**src/hw/ctrlPkg.sv**
```systemverilog
`default_nettype none

package ctrlPkg;

    localparam int instrWidth  = 32;
    localparam int opcodeMsb   = 31;
    localparam int opcodeLsb   = 27;
    localparam int opcodeWidth = 5;
    localparam int stateWidth  = 6;

    // codes not listed here decode as nop
    typedef enum logic [opcodeWidth-1:0] {
        opLoad   = 5'd0,
        opLoadi  = 5'd1,
        opStore  = 5'd2,
        opAdd    = 5'd3,
        opSub    = 5'd4,
        opShr    = 5'd5,
        opShl    = 5'd6,
        opRor    = 5'd7,
        opRol    = 5'd8,
        opAnd    = 5'd9,
        opOr     = 5'd10,
        opAddi   = 5'd11,
        opAndi   = 5'd12,
        opOri    = 5'd13,
        opNot    = 5'd16,
        opNeg    = 5'd17,
        opBranch = 5'd18,
        opJr     = 5'd19,
        opJal    = 5'd20,
        opMfhi   = 5'd23,
        opMflo   = 5'd24,
        opNop    = 5'd25,
        opHalt   = 5'd27
    } opcodeT;

    // ALU functions forced for address and immediate work
    localparam logic [opcodeWidth-1:0] aluAddCode = opAdd;
    localparam logic [opcodeWidth-1:0] aluAndCode = opAnd;
    localparam logic [opcodeWidth-1:0] aluOrCode  = opOr;

    typedef enum logic [stateWidth-1:0] {
        stReset,
        fetch0, fetch1, fetch2,
        alu3, alu4, alu5,
        aluReg3, aluReg4, aluReg5,
        addi3, addi4, addi5,
        logicImm3, logicImm4, logicImm5,
        load3, load4, load5, load6, load7,
        loadi3, loadi4, loadi5,
        store3, store4, store5, store6, store7,
        branch3, branch4, branch5, branch6,
        jump3, jump4,
        mfhi3, mfhi4,
        mflo3, mflo4,
        halt3
    } ctrlStateT;

endpackage

`default_nettype wire

```
**src/hw/controlSequencer.sv**
```systemverilog
`default_nettype none

module controlSequencer (
    input  logic               clk,
    input  logic               reset,
    input  ctrlPkg::ctrlStateT entryState,
    output ctrlPkg::ctrlStateT state
);

    ctrlPkg::ctrlStateT nextState;

    always_ff @(posedge clk or posedge reset) begin
        if (reset) begin
            state <= ctrlPkg::stReset;
        end else begin
            state <= nextState;
        end
    end

    always_comb begin
        nextState = ctrlPkg::stReset;
        case (state)
            ctrlPkg::stReset:   nextState = ctrlPkg::fetch0;
            ctrlPkg::fetch0:    nextState = ctrlPkg::fetch1;
            ctrlPkg::fetch1:    nextState = ctrlPkg::fetch2;
            ctrlPkg::fetch2:    nextState = entryState;
            ctrlPkg::alu3:      nextState = ctrlPkg::alu4;
            ctrlPkg::alu4:      nextState = ctrlPkg::alu5;
            ctrlPkg::aluReg3:   nextState = ctrlPkg::aluReg4;
            ctrlPkg::aluReg4:   nextState = ctrlPkg::aluReg5;
            ctrlPkg::addi3:     nextState = ctrlPkg::addi4;
            ctrlPkg::addi4:     nextState = ctrlPkg::addi5;
            ctrlPkg::logicImm3: nextState = ctrlPkg::logicImm4;
            ctrlPkg::logicImm4: nextState = ctrlPkg::logicImm5;
            ctrlPkg::load3:     nextState = ctrlPkg::load4;
            ctrlPkg::load4:     nextState = ctrlPkg::load5;
            ctrlPkg::load5:     nextState = ctrlPkg::load6;
            ctrlPkg::load6:     nextState = ctrlPkg::load7;
            ctrlPkg::loadi3:    nextState = ctrlPkg::loadi4;
            ctrlPkg::loadi4:    nextState = ctrlPkg::loadi5;
            ctrlPkg::store3:    nextState = ctrlPkg::store4;
            ctrlPkg::store4:    nextState = ctrlPkg::store5;
            ctrlPkg::store5:    nextState = ctrlPkg::store6;
            ctrlPkg::store6:    nextState = ctrlPkg::store7;
            ctrlPkg::branch3:   nextState = ctrlPkg::branch4;
            ctrlPkg::branch4:   nextState = ctrlPkg::branch5;
            ctrlPkg::branch5:   nextState = ctrlPkg::branch6;
            ctrlPkg::jump3:     nextState = ctrlPkg::jump4;
            ctrlPkg::mfhi3:     nextState = ctrlPkg::mfhi4;
            ctrlPkg::mflo3:     nextState = ctrlPkg::mflo4;
            // last state of every chain
            ctrlPkg::alu5, ctrlPkg::aluReg5, ctrlPkg::addi5, ctrlPkg::logicImm5,
            ctrlPkg::load7, ctrlPkg::loadi5, ctrlPkg::store7, ctrlPkg::branch6,
            ctrlPkg::jump4, ctrlPkg::mfhi4, ctrlPkg::mflo4: begin
                nextState = ctrlPkg::fetch0;
            end
            // only reset leaves halt
            ctrlPkg::halt3:     nextState = ctrlPkg::halt3;
            default:            nextState = ctrlPkg::stReset;
        endcase
    end

    haltHolds: assert property (@(posedge clk) disable iff (reset)
        state == ctrlPkg::halt3 |=> state == ctrlPkg::halt3);

    resetToFetch: assert property (@(posedge clk) disable iff (reset)
        state == ctrlPkg::stReset |=> state == ctrlPkg::fetch0);

endmodule

`default_nettype wire

```
**src/hw/controlUnit.sv**
```systemverilog
`default_nettype none

module controlUnit (
    input  logic                            clk,
    input  logic                            reset,
    input  logic [ctrlPkg::instrWidth-1:0]  IR,
    input  logic                            CONFF,
    output logic                            PCout,
    output logic                            PCin,
    output logic                            IncPC,
    output logic                            MARin,
    output logic                            MDRin,
    output logic                            MDRout,
    output logic                            IRin,
    output logic                            Yin,
    output logic                            Zin,
    output logic                            Zlowout,
    output logic                            Read,
    output logic                            Write,
    output logic                            clear,
    output logic                            run,
    output logic                            Gra,
    output logic                            Grb,
    output logic                            Grc,
    output logic                            Rin,
    output logic                            Rout,
    output logic                            BAout,
    output logic                            Cout,
    output logic                            ConIn,
    output logic                            HIout,
    output logic                            LOout,
    output logic [ctrlPkg::opcodeWidth-1:0] aluControl
);

    ctrlPkg::ctrlStateT entryState;
    ctrlPkg::ctrlStateT state;

    opcodeDecoder decoder (
        .IR         (IR),
        .entryState (entryState),
        .aluControl (aluControl)
    );

    controlSequencer sequencer (
        .clk        (clk),
        .reset      (reset),
        .entryState (entryState),
        .state      (state)
    );

    strobeGenerator strobes (
        .clk     (clk),
        .reset   (reset),
        .CONFF   (CONFF),
        .state   (state),
        .PCout   (PCout),
        .PCin    (PCin),
        .IncPC   (IncPC),
        .MARin   (MARin),
        .MDRin   (MDRin),
        .MDRout  (MDRout),
        .IRin    (IRin),
        .Yin     (Yin),
        .Zin     (Zin),
        .Zlowout (Zlowout),
        .Read    (Read),
        .Write   (Write),
        .clear   (clear),
        .run     (run),
        .Gra     (Gra),
        .Grb     (Grb),
        .Grc     (Grc),
        .Rin     (Rin),
        .Rout    (Rout),
        .BAout   (BAout),
        .Cout    (Cout),
        .ConIn   (ConIn),
        .HIout   (HIout),
        .LOout   (LOout)
    );

endmodule

`default_nettype wire

```
**src/hw/opcodeDecoder.sv**
```systemverilog
`default_nettype none

module opcodeDecoder (
    input  logic [ctrlPkg::instrWidth-1:0]  IR,
    output ctrlPkg::ctrlStateT              entryState,
    output logic [ctrlPkg::opcodeWidth-1:0] aluControl
);

    ctrlPkg::opcodeT opcode;

    always_comb begin
        opcode = ctrlPkg::opcodeT'(IR[ctrlPkg::opcodeMsb:ctrlPkg::opcodeLsb]);
        entryState = ctrlPkg::fetch0;
        aluControl = opcode;
        case (opcode)
            ctrlPkg::opLoad: begin
                entryState = ctrlPkg::load3;
                aluControl = ctrlPkg::aluAddCode;
            end
            ctrlPkg::opLoadi: begin
                entryState = ctrlPkg::loadi3;
                aluControl = ctrlPkg::aluAddCode;
            end
            ctrlPkg::opStore: begin
                entryState = ctrlPkg::store3;
                aluControl = ctrlPkg::aluAddCode;
            end
            ctrlPkg::opAdd, ctrlPkg::opSub, ctrlPkg::opShr, ctrlPkg::opShl,
            ctrlPkg::opRor, ctrlPkg::opRol, ctrlPkg::opAnd, ctrlPkg::opOr: begin
                entryState = ctrlPkg::alu3;
            end
            ctrlPkg::opAddi: begin
                entryState = ctrlPkg::addi3;
                aluControl = ctrlPkg::aluAddCode;
            end
            ctrlPkg::opAndi: begin
                entryState = ctrlPkg::logicImm3;
                aluControl = ctrlPkg::aluAndCode;
            end
            ctrlPkg::opOri: begin
                entryState = ctrlPkg::logicImm3;
                aluControl = ctrlPkg::aluOrCode;
            end
            ctrlPkg::opNot, ctrlPkg::opNeg: entryState = ctrlPkg::aluReg3;
            ctrlPkg::opBranch: begin
                // PC plus offset
                entryState = ctrlPkg::branch3;
                aluControl = ctrlPkg::aluAddCode;
            end
            ctrlPkg::opJr, ctrlPkg::opJal: entryState = ctrlPkg::jump3;
            ctrlPkg::opMfhi: entryState = ctrlPkg::mfhi3;
            ctrlPkg::opMflo: entryState = ctrlPkg::mflo3;
            ctrlPkg::opHalt: entryState = ctrlPkg::halt3;
            // nop, dropped and unused codes refetch
            default: entryState = ctrlPkg::fetch0;
        endcase
    end

endmodule

`default_nettype wire

```
**src/hw/strobeGenerator.sv**
```systemverilog
`default_nettype none

module strobeGenerator (
    input  logic               clk,
    input  logic               reset,
    input  logic               CONFF,
    input  ctrlPkg::ctrlStateT state,
    output logic               PCout,
    output logic               PCin,
    output logic               IncPC,
    output logic               MARin,
    output logic               MDRin,
    output logic               MDRout,
    output logic               IRin,
    output logic               Yin,
    output logic               Zin,
    output logic               Zlowout,
    output logic               Read,
    output logic               Write,
    output logic               clear,
    output logic               run,
    output logic               Gra,
    output logic               Grb,
    output logic               Grc,
    output logic               Rin,
    output logic               Rout,
    output logic               BAout,
    output logic               Cout,
    output logic               ConIn,
    output logic               HIout,
    output logic               LOout
);

    logic branchTaken;

    // CONFF is valid at the end of branch3, once ConIn has loaded it
    always_ff @(posedge clk or posedge reset) begin
        if (reset) begin
            branchTaken <= 1'b0;
        end else if (state == ctrlPkg::branch3) begin
            branchTaken <= CONFF;
        end
    end

    always_comb begin
        PCout   = 1'b0;
        PCin    = 1'b0;
        IncPC   = 1'b0;
        MARin   = 1'b0;
        MDRin   = 1'b0;
        MDRout  = 1'b0;
        IRin    = 1'b0;
        Yin     = 1'b0;
        Zin     = 1'b0;
        Zlowout = 1'b0;
        Read    = 1'b0;
        Write   = 1'b0;
        clear   = 1'b0;
        run     = 1'b1;
        Gra     = 1'b0;
        Grb     = 1'b0;
        Grc     = 1'b0;
        Rin     = 1'b0;
        Rout    = 1'b0;
        BAout   = 1'b0;
        Cout    = 1'b0;
        ConIn   = 1'b0;
        HIout   = 1'b0;
        LOout   = 1'b0;
        case (state)
            ctrlPkg::stReset: clear = 1'b1;
            ctrlPkg::fetch0: begin
                PCout = 1'b1;
                MARin = 1'b1;
            end
            ctrlPkg::fetch1, ctrlPkg::load6: begin
                Read  = 1'b1;
                MDRin = 1'b1;
            end
            ctrlPkg::fetch2: begin
                MDRout = 1'b1;
                IRin   = 1'b1;
                IncPC  = 1'b1;
            end
            // rB into Y
            ctrlPkg::alu3, ctrlPkg::aluReg3, ctrlPkg::addi3,
            ctrlPkg::load3, ctrlPkg::loadi3: begin
                Grb   = 1'b1;
                BAout = 1'b1;
                Yin   = 1'b1;
            end
            ctrlPkg::logicImm3: begin
                Grb  = 1'b1;
                Rout = 1'b1;
                Yin  = 1'b1;
            end
            ctrlPkg::alu4: begin
                Grc   = 1'b1;
                BAout = 1'b1;
                Zin   = 1'b1;
            end
            ctrlPkg::aluReg4: Zin = 1'b1;
            // sign-extended constant from IR
            ctrlPkg::addi4, ctrlPkg::logicImm4, ctrlPkg::load4,
            ctrlPkg::loadi4, ctrlPkg::store4, ctrlPkg::branch5: begin
                Cout = 1'b1;
                Zin  = 1'b1;
            end
            ctrlPkg::alu5, ctrlPkg::aluReg5, ctrlPkg::addi5,
            ctrlPkg::logicImm5, ctrlPkg::loadi5: begin
                Zlowout = 1'b1;
                Gra     = 1'b1;
                Rin     = 1'b1;
            end
            ctrlPkg::load5, ctrlPkg::store5: begin
                Zlowout = 1'b1;
                MARin   = 1'b1;
            end
            ctrlPkg::load7: begin
                MDRout = 1'b1;
                Gra    = 1'b1;
                Rin    = 1'b1;
            end
            ctrlPkg::store3: begin
                Gra   = 1'b1;
                BAout = 1'b1;
                Yin   = 1'b1;
            end
            ctrlPkg::store6: begin
                Grb   = 1'b1;
                BAout = 1'b1;
                MDRin = 1'b1;
            end
            ctrlPkg::store7: Write = 1'b1;
            ctrlPkg::branch3: begin
                Gra   = 1'b1;
                Rout  = 1'b1;
                ConIn = 1'b1;
            end
            ctrlPkg::branch4: begin
                PCout = 1'b1;
                Yin   = 1'b1;
            end
            ctrlPkg::branch6: begin
                Zlowout = 1'b1;
                PCin    = branchTaken;
            end
            ctrlPkg::jump3: begin
                Gra   = 1'b1;
                Rout  = 1'b1;
                BAout = 1'b1;
                PCin  = 1'b1;
            end
            ctrlPkg::mfhi3: begin
                HIout = 1'b1;
                Gra   = 1'b1;
                Rin   = 1'b1;
            end
            ctrlPkg::mflo3: begin
                LOout = 1'b1;
                Gra   = 1'b1;
                Rin   = 1'b1;
            end
            ctrlPkg::halt3: run = 1'b0;
            // jump4, mfhi4, mflo4 are idle
            default: ;
        endcase
    end

    noReadWrite: assert property (@(posedge clk) disable iff (reset) !(Read && Write));

    pcLoadStates: assert property (@(posedge clk) disable iff (reset)
        PCin |-> (state == ctrlPkg::jump3 || state == ctrlPkg::branch6));

endmodule

`default_nettype wire

```
**config.mk**
```make
export PLATFORM = sky130hd
export DESIGN_NAME = controlUnit
export DESIGN_NICKNAME = d
export VERILOG_FILES = /design/src/hw/ctrlPkg.sv /design/src/hw/controlSequencer.sv /design/src/hw/controlUnit.sv /design/src/hw/opcodeDecoder.sv /design/src/hw/strobeGenerator.sv
export SDC_FILE = /design/constraint.sdc
export NUM_CORES = 1
export LEC_CHECK = 0
export ABC_AREA = 1
export BUFFER_PORTS_ARGS = -buffer_cell sky130_fd_sc_hd__buf_2
export CAP_MARGIN = 10
export CELL_PAD_IN_SITES_DETAIL_PLACEMENT = 1
export CELL_PAD_IN_SITES_GLOBAL_PLACEMENT = 1
export CORE_ASPECT_RATIO = 1.25
export CORE_MARGIN = 1
export CORE_UTILIZATION = 28
export DETAILED_ROUTE_END_ITERATION = 7
export GPL_TIMING_DRIVEN = 0
export HOLD_SLACK_MARGIN = 0.06
export PLACE_DENSITY = 0.89
export SYNTH_ARGS = -nofsm -noshare
export SYNTH_HDL_FRONTEND = slang
export SYNTH_SLANG_ARGS = --single-unit
```
**constraint.sdc**
```tcl
create_clock -name clk -period 1.51 [get_ports clk]
set_input_delay 0.302 -clock clk [delete_from_list [all_inputs] [get_ports clk]]
set_output_delay 0.302 -clock clk [all_outputs]
set_load 0.03 [all_outputs]
```
==> impl_metrics.csv, run 1 <==
group,metric,value,unit
cts,cts_buffers,3,
logic_synthesis,synthTopCellsByArea,"nand2_1 (24%), dfrtp_1 (14%), nand3_1 (14%)",
timing,fin_ws,-669,ps
status,violations,"negative setup slack",
worst_setup_path,end_kind,"primary output",
logic_synthesis,ys_top_cells_by_count,"nand2_1 (78), nor2_1 (45), nand3_1 (35)",
logic_synthesis,yosysSeqAreaShare,0.141,
floorplan,die_w,61.6,microns
global_routing,overflow,0,
logic_synthesis,synth_ff_type,"dfrtp_1",
worst_setup_path,r2r_slack,-380,ps
logic_synthesis,ys_ff_latch,7,
drt,dr.pass1.iters,5,
placed_design,dp.cells,335,
worst_setup_path,startpoint,"sequencer.state[1]",
cts,cts.clk_slew.worst_paths,40,ps
placed_design,dp_worst_setup_slack,-341,ps
logic_synthesis,avgSynthCellArea,5.09,sq um
cts,cts.htree.levels,1,
placed_design,globalplace.congestion,0.945,
drt,first_iter_violations,297,
global_routing,grt_use_total,0.339,
worst_setup_path,worstPathRequired,1210,ps
cts,cts.sinks,7,
drt,viasPerCell,6.20,
cts,cts_tree,"done",
timing,setup_viol,34,
min_path,holdCritPathClass,"in2reg",
timing,rsz0062_at_grt,"true",
drt,routed_wl,11.2,mm
logic_synthesis,synth_cells,244,
timing,fin_crit_sh,1.44,
cells_and_area,area_growth,133,%
floorplan,die_h,76.5,microns
worst_setup_path,reg2regPathDepth,9,
cells_and_area,num-fill-cells,490,
logic_synthesis,syn-cell-area,1240,sq um
timing,finalHoldViolCount,0,
cells_and_area,design_area,2890,sq um
timing,max-slew-margin-rel,0.775,
logic_synthesis,synth_nets,279,
cells_and_area,nNetsFinal,382,
floorplan,io_pins,64,
worst_setup_path,critPathLaunchType,"flip-flop",
pwr,power.density,1670,nW/um^2
logic_synthesis,yosys_warnings,0,
cells_and_area,diodes,0,
cells_and_area,fin_cells,402,
cts,root_buffer,"clkbuf_8",
placed_design,dpl_cell_area,1590,sq um
worst_setup_path,crit_fanout,8,
status,status,"complete, but fails checks",
timing,fin_skew,19.1,ps
logic_synthesis,yosysUniqueCellTypes,24,
logic_synthesis,yosysTopAreaCell,"nand2_1",
worst_setup_path,crit_path_end,"Grb",
logic_synthesis,async_flop_share,1.00,
placed_design,portBuffers,35,
floorplan,rows,26,
timing,slew_violations,0,
global_routing,grt_pass1_vias,2220,
timing,max_slew.worst_pin.slew,338,ps
worst_setup_path,r2r_end,"sequencer.state[0]",
drt,wl_per_cell,28.0,microns
floorplan,dieArea,4710,sq um
pwr,vdd_drop_max,0.00135,V
logic_synthesis,synth_edf_count,0,
drt,ant_nets,0,
global_routing,grt_pass1_wl,11.7,mm
drt,num_vias,2493,
pwr,power,4.84,mW
timing,finalCriticalPeriod,2180,ps
cts,cts_buffer_depth,2,
global_routing,antenna_found_initial,0,
floorplan,start_util,0.298,
pwr,p_leak,1.51,nW
drt,drc,0,
worst_setup_path,cp.arrival,1880,ps
logic_synthesis,netlist.area_leader.share,0.236,
global_routing,grt_max_degree,11,
cells_and_area,layout-drive-gt1-share,0.679,
cts,clkLatencyLatePin,260,ps
worst_setup_path,r2r-start,"sequencer.state[4]",
logic_synthesis,synth.most_common_cell,"nand2_1",
flow_run,cap_violations,0,
worst_setup_path,setup.worst_path.class,"reg2out",
timing,fmax,0.459,GHz
floorplan,core,4160,sq um
placed_design,dp_hpwl,4.09,mm
==> metal layers <==
metal	up-vias	part of all wire	wire length, microns	global-route usage
li1	990	-	-	-
met1	1207	0.34	3870	0.366
met2	211	0.48	5370	0.581
met5	-	0	0	0
met4	0	0.085	958	0.211
met3	85	0.092	1030	0.0526
==> worst min-delay path by stage <==
stage / startpoint / endpoint / slack, ps / cells after the start
floorplan: reset / sequencer.state[1] / 110 / 1
global route: CONFF / strobes.branchTaken / 410 / 3
finish: CONFF / strobes.branchTaken / 390 / 3
global placement: reset / strobes.branchTaken / 220 / 2
detailed placement: reset / strobes.branchTaken / 230 / 2
CTS: CONFF / strobes.branchTaken / 320 / 3
==> placed cells by master, fill, tap and decap left out, drive strengths merged <==
cell type	n
buf	99
nand2	81
nor2	54
inv	35
nand3	35
dfrtp	7
o21ai	7
nor3	7
a21oi	6
nand4	5
clkbuf	4
o311ai	2
o22ai	1
nor3b	1
nand3b	1
dlygate4sd3	1
==> layout make-up <==
type	count	area [sq um]	share of cell area
Buffer	4	48.8	0.0169
Clock buffer	4	45.0	0.0156
Inverter	35	166	0.0576
Multi-Input combinational cell	200	1470	0.508
Sequential cell	7	183	0.0632
Tap cell	56	70.1	0.0242
Timing Repair Buffer	96	910	0.315
==> logic make-up after synthesis <==
| group | Yosys count | share of synthesized area |
|---|---|---|
| AOI/OAI and AO/OA | 16 | 0.0775 |
| and+or+nand+nor | 182 | 0.648 |
| buffers and inverters | 39 | 0.134 |
| DFF | 7 | 0.141 |
==> per-stage QoR <==
stage	utilization	setup TNS, ps	hold WS [ps]
floorplan	-	-660	105
global placement	0.381	-3980	225
detailed placement	0.381	-4940	231
CTS	0.538	-7360	324
global route	0.694	-15920	408
finish	0.694	-13550	386
==> where the power goes <==
part           switching, mW  internal [mW]
registers              0.194          0.259
logic                   2.49           1.59
clock network          0.121          0.186
==> critical path: stages (launching register included) <==
cell and delay (ps):
dfrtp_2 480, inv_4 120, nor2_4 40, buf_12 150, nand2_2 120, o21ai_4 100
nor3b_2 270, nand3b_1 160, buf_6 170
==> what timing repair did <==
item                       in CTS  in global routing
hold buffers                    1                  0
hold endpoints to repair        7                  0
gates resized for setup       111                106
buffers inserted               31                 28
cloned                          3                  0
pin swaps                      21                 31
setup endpoints to repair      33                 35
==> sequential cells by signal, summed over array words and instances (netlist names) <==
signal               count
strobes.branchTaken      1
sequencer.state          6
No activity file was read; power rests on OpenSTA's default activity.
==> run 2: changes to the inputs <==
--- a/config.mk
+++ b/config.mk
@@ -12,11 +12,12 @@
 export CELL_PAD_IN_SITES_GLOBAL_PLACEMENT = 1
 export CORE_ASPECT_RATIO = 1.25
 export CORE_MARGIN = 1
-export CORE_UTILIZATION = 28
+export CORE_UTILIZATION = 30
 export DETAILED_ROUTE_END_ITERATION = 7
 export GPL_TIMING_DRIVEN = 0
 export HOLD_SLACK_MARGIN = 0.06
-export PLACE_DENSITY = 0.89
+export PLACE_DENSITY = 0.9
 export SYNTH_ARGS = -nofsm -noshare
 export SYNTH_HDL_FRONTEND = slang
+export SYNTH_HIERARCHICAL = 1
 export SYNTH_SLANG_ARGS = --single-unit
==> impl_metrics.csv, run 2 <==
group,metric,value,unit
timing,rsz0062_at_grt,"true",
cells_and_area,area_growth,82.6,%
timing,fin_crit_sh,1.29,
min_path,min_path_cells,3,
drt,num_vias,2355,
global_routing,grt_pass1_vias,2296,
status,violations,"negative setup slack",
floorplan,io_pins,64,
drt,ant_nets,0,
cells_and_area,diodes,0,
cells_and_area,largest-register,"sequencer/state",
global_routing,antenna_found_initial,0,
global_routing,grt_use_total,0.273,
timing,max_slew.worst_pin.slew,306,ps
cells_and_area,layout_commonest_cell,"nand2_1",
floorplan,dieArea,5060,sq um
global_routing,grt_pass1_wl,10.9,mm
logic_synthesis,synth_nets,316,
worst_setup_path,path_buf_inv,2,
global_routing,grt_max_degree,11,
timing,finalHoldViolCount,0,
worst_setup_path,cpMaxStageDelayCell,"dfrtp_2",
status,status,"complete, but fails checks",
pwr,p_leak,1.36,nW
worst_setup_path,worstPathRequired,1210,ps
cts,cts_buffers,3,
drt,dr.pass1.iters,4,
cells_and_area,reg.largest.list,"sequencer/state (6), strobes/branchTaken (1)",
timing,fin_ws,-439,ps
drt,routed_wl,8.32,mm
min_path,holdCritPathClass,"in2reg",
logic_synthesis,avgSynthCellArea,5.10,sq um
logic_synthesis,syn-cell-area,1430,sq um
logic_synthesis,ys_ff_latch,7,
floorplan,rows,27,
floorplan,start_util,0.319,
cts,cts.htree.levels,1,
placed_design,globalplace.congestion,0.908,
floorplan,die_w,63.8,microns
logic_synthesis,synth_cells,281,
pwr,power.density,1680,nW/um^2
cts,root_buffer,"clkbuf_8",
drt,first_iter_violations,124,
global_routing,overflow,0,
logic_synthesis,netlist.area_leader.share,0.249,
timing,slew_violations,0,
placed_design,dp_hpwl,4.29,mm
worst_setup_path,setup.worst_path.class,"reg2out",
cells_and_area,largest_register_ffs,6,
cells_and_area,nNetsFinal,383,
timing,finalCriticalPeriod,1950,ps
logic_synthesis,synth_ff_type,"dfrtp_1",
cells_and_area,layout-drive-gt1-share,0.527,
worst_setup_path,critPathLaunchType,"flip-flop",
cts,clkLatencyLatePin,230,ps
cts,cts.sinks,7,
timing,setup_viol,27,
placed_design,dpl_cell_area,1780,sq um
logic_synthesis,yosysTopAreaCell,"nand2_1",
timing,fmax,0.513,GHz
worst_setup_path,cpPeakStageDelay,470,ps
pwr,combinationalPowerShare,0.841,
worst_setup_path,cp_top_family,"simple AND/OR/NAND/NOR gates",
worst_setup_path,worst-path-stages,7,
timing,max-slew-margin-rel,0.794,
worst_setup_path,path_cells,"nor2_4 > buf_6 > nand3_4 > nand2_1 > nor2_4 > nand3_2 > buf_6",
placed_design,portBuffers,36,
cells_and_area,num-fill-cells,578,
logic_synthesis,async_flop_share,1.00,
pwr,power,4.39,mW
pwr,p_int,1.81,mW
pwr,swShare,0.589,
timing,fin_skew,1.86,ps
logic_synthesis,ys_top_cells_by_count,"nand2_1 (95), nand3_1 (47), nor2_1 (35)",
logic_synthesis,yosysSeqAreaShare,0.122,
logic_synthesis,synth_edf_count,0,
worst_setup_path,end_kind,"primary output",
drt,drc,0,
pwr,seqPwrFrac,0.095,
cells_and_area,multiInputGateArea,1530,sq um
cts,cts.clk_slew.worst_paths,50,ps
cells_and_area,design_area,2620,sq um
worst_setup_path,reg2regPathDepth,10,
flow_run,cap_violations,0,
logic_synthesis,yosysUniqueCellTypes,26,
cells_and_area,mostFrequentLayoutCells,"nand2_1 (74), buf_6 (34), nand3_1 (28)",
cts,cts_buffer_depth,2,
pwr,p_sw,2.59,mW
timing,final.setup.tns,-7130,ps
pwr,vdd_drop_max,0.000574,V
logic_synthesis,yosys_warnings,6,
worst_setup_path,cp.arrival,1650,ps
drt,wl_per_cell,20.5,microns
worst_setup_path,crit_fanout,5,
logic_synthesis,synth.most_common_cell,"nand2_1",
floorplan,die_h,79.3,microns
cells_and_area,seqCellArea,183,sq um
cts,cts_tree,"done",
pwr,clkPwrFrac,0.064,
floorplan,core,4490,sq um
drt,viasPerCell,5.81,
logic_synthesis,synthTopCellsByArea,"nand2_1 (25%), nand3_1 (16%), dfrtp_1 (12%)",
[run 2: worst paths after layout]
check	startpoint	end	slack [ps]
hold / removal	CONFF	strobes/branchTaken	340
setup reg to reg	sequencer/state[1]	sequencer/state[4]	-40
min in group asynchronous	reset	strobes/branchTaken	490
hold reg to reg	strobes/branchTaken	strobes/branchTaken	670
max in group asynchronous	reset	sequencer/state[0]	690
setup / recovery	sequencer/state[3]	Gra	-440
[run 2: per-layer routing]
layer / vias to the layer above / GRT usage / wire, microns
met1: 1121 / 0.271 / 2630
li1: 1042 / - / -
met4: 0 / 0.159 / 673
met2: 134 / 0.533 / 4650
met5: - / 0 / 0
met3: 58 / 0.0330 / 362
[run 2: power by group through the flow]
| stage | registers [mW] | logic, mW | clock network, mW |
|---|---|---|---|
| after floorplan | 0.398 | 1.65 | 0 |
| final | 0.418 | 3.69 | 0.281 |
| after global placement | 0.437 | 2.10 | 0 |
| after CTS | 0.385 | 2.83 | 0.258 |
| after detailed placement | 0.440 | 2.15 | 0 |
| after global routing | 0.426 | 3.86 | 0.295 |
[run 2: metrics by stage]
step	hold slack [ps]	std cells	utilization	setup slack [ps]
2_1_floorplan	30.7	281	-	-42.7
3_3_place_gp	152	375	0.397	-301
3_5_place_dp	151	375	0.397	-343
4_1_cts	320	391	0.484	-292
5_1_grt	344	405	0.582	-478
6_report	344	405	0.582	-439
[run 2: layout make-up]
class,instances,share of cell area
inverters,39,0.0650
multi-input cells,234,0.585
clock buffers,4,0.0172
plain buffers,2,0.00861
repair buffers,61,0.227
well taps,58,0.0277
flip-flops and latches,7,0.0698
[run 2: kinds of logic (layout without fill, tap and decap cells)]
kind of cell / Yosys count / in the layout / share of synthesized area
DFF: 7 / 7 / 0.122
AOI/OAI and AO/OA: 18 / 18 / 0.0681
buffers and inverters: 41 / 106 / 0.113
and+or+nand+nor: 215 / 216 / 0.697
[run 2: worst min-delay path, delay by kind of cell]
kind / cells / cell delay (ps)
compound gates: 1 / 90
buf+inv: 1 / 80
simple gates: 1 / 60
[run 2: repair_timing]
| action | 4_1_cts | 5_1_grt |
|---|---|---|
| pin swaps | 13 | 29 |
| hold buffers | 1 | 0 |
| setup buffers | 10 | 14 |
| resized for setup | 81 | 79 |
| setup endpoints to repair | 27 | 35 |
| hold endpoints to repair | 7 | 0 |
| cloned | 1 | 0 |
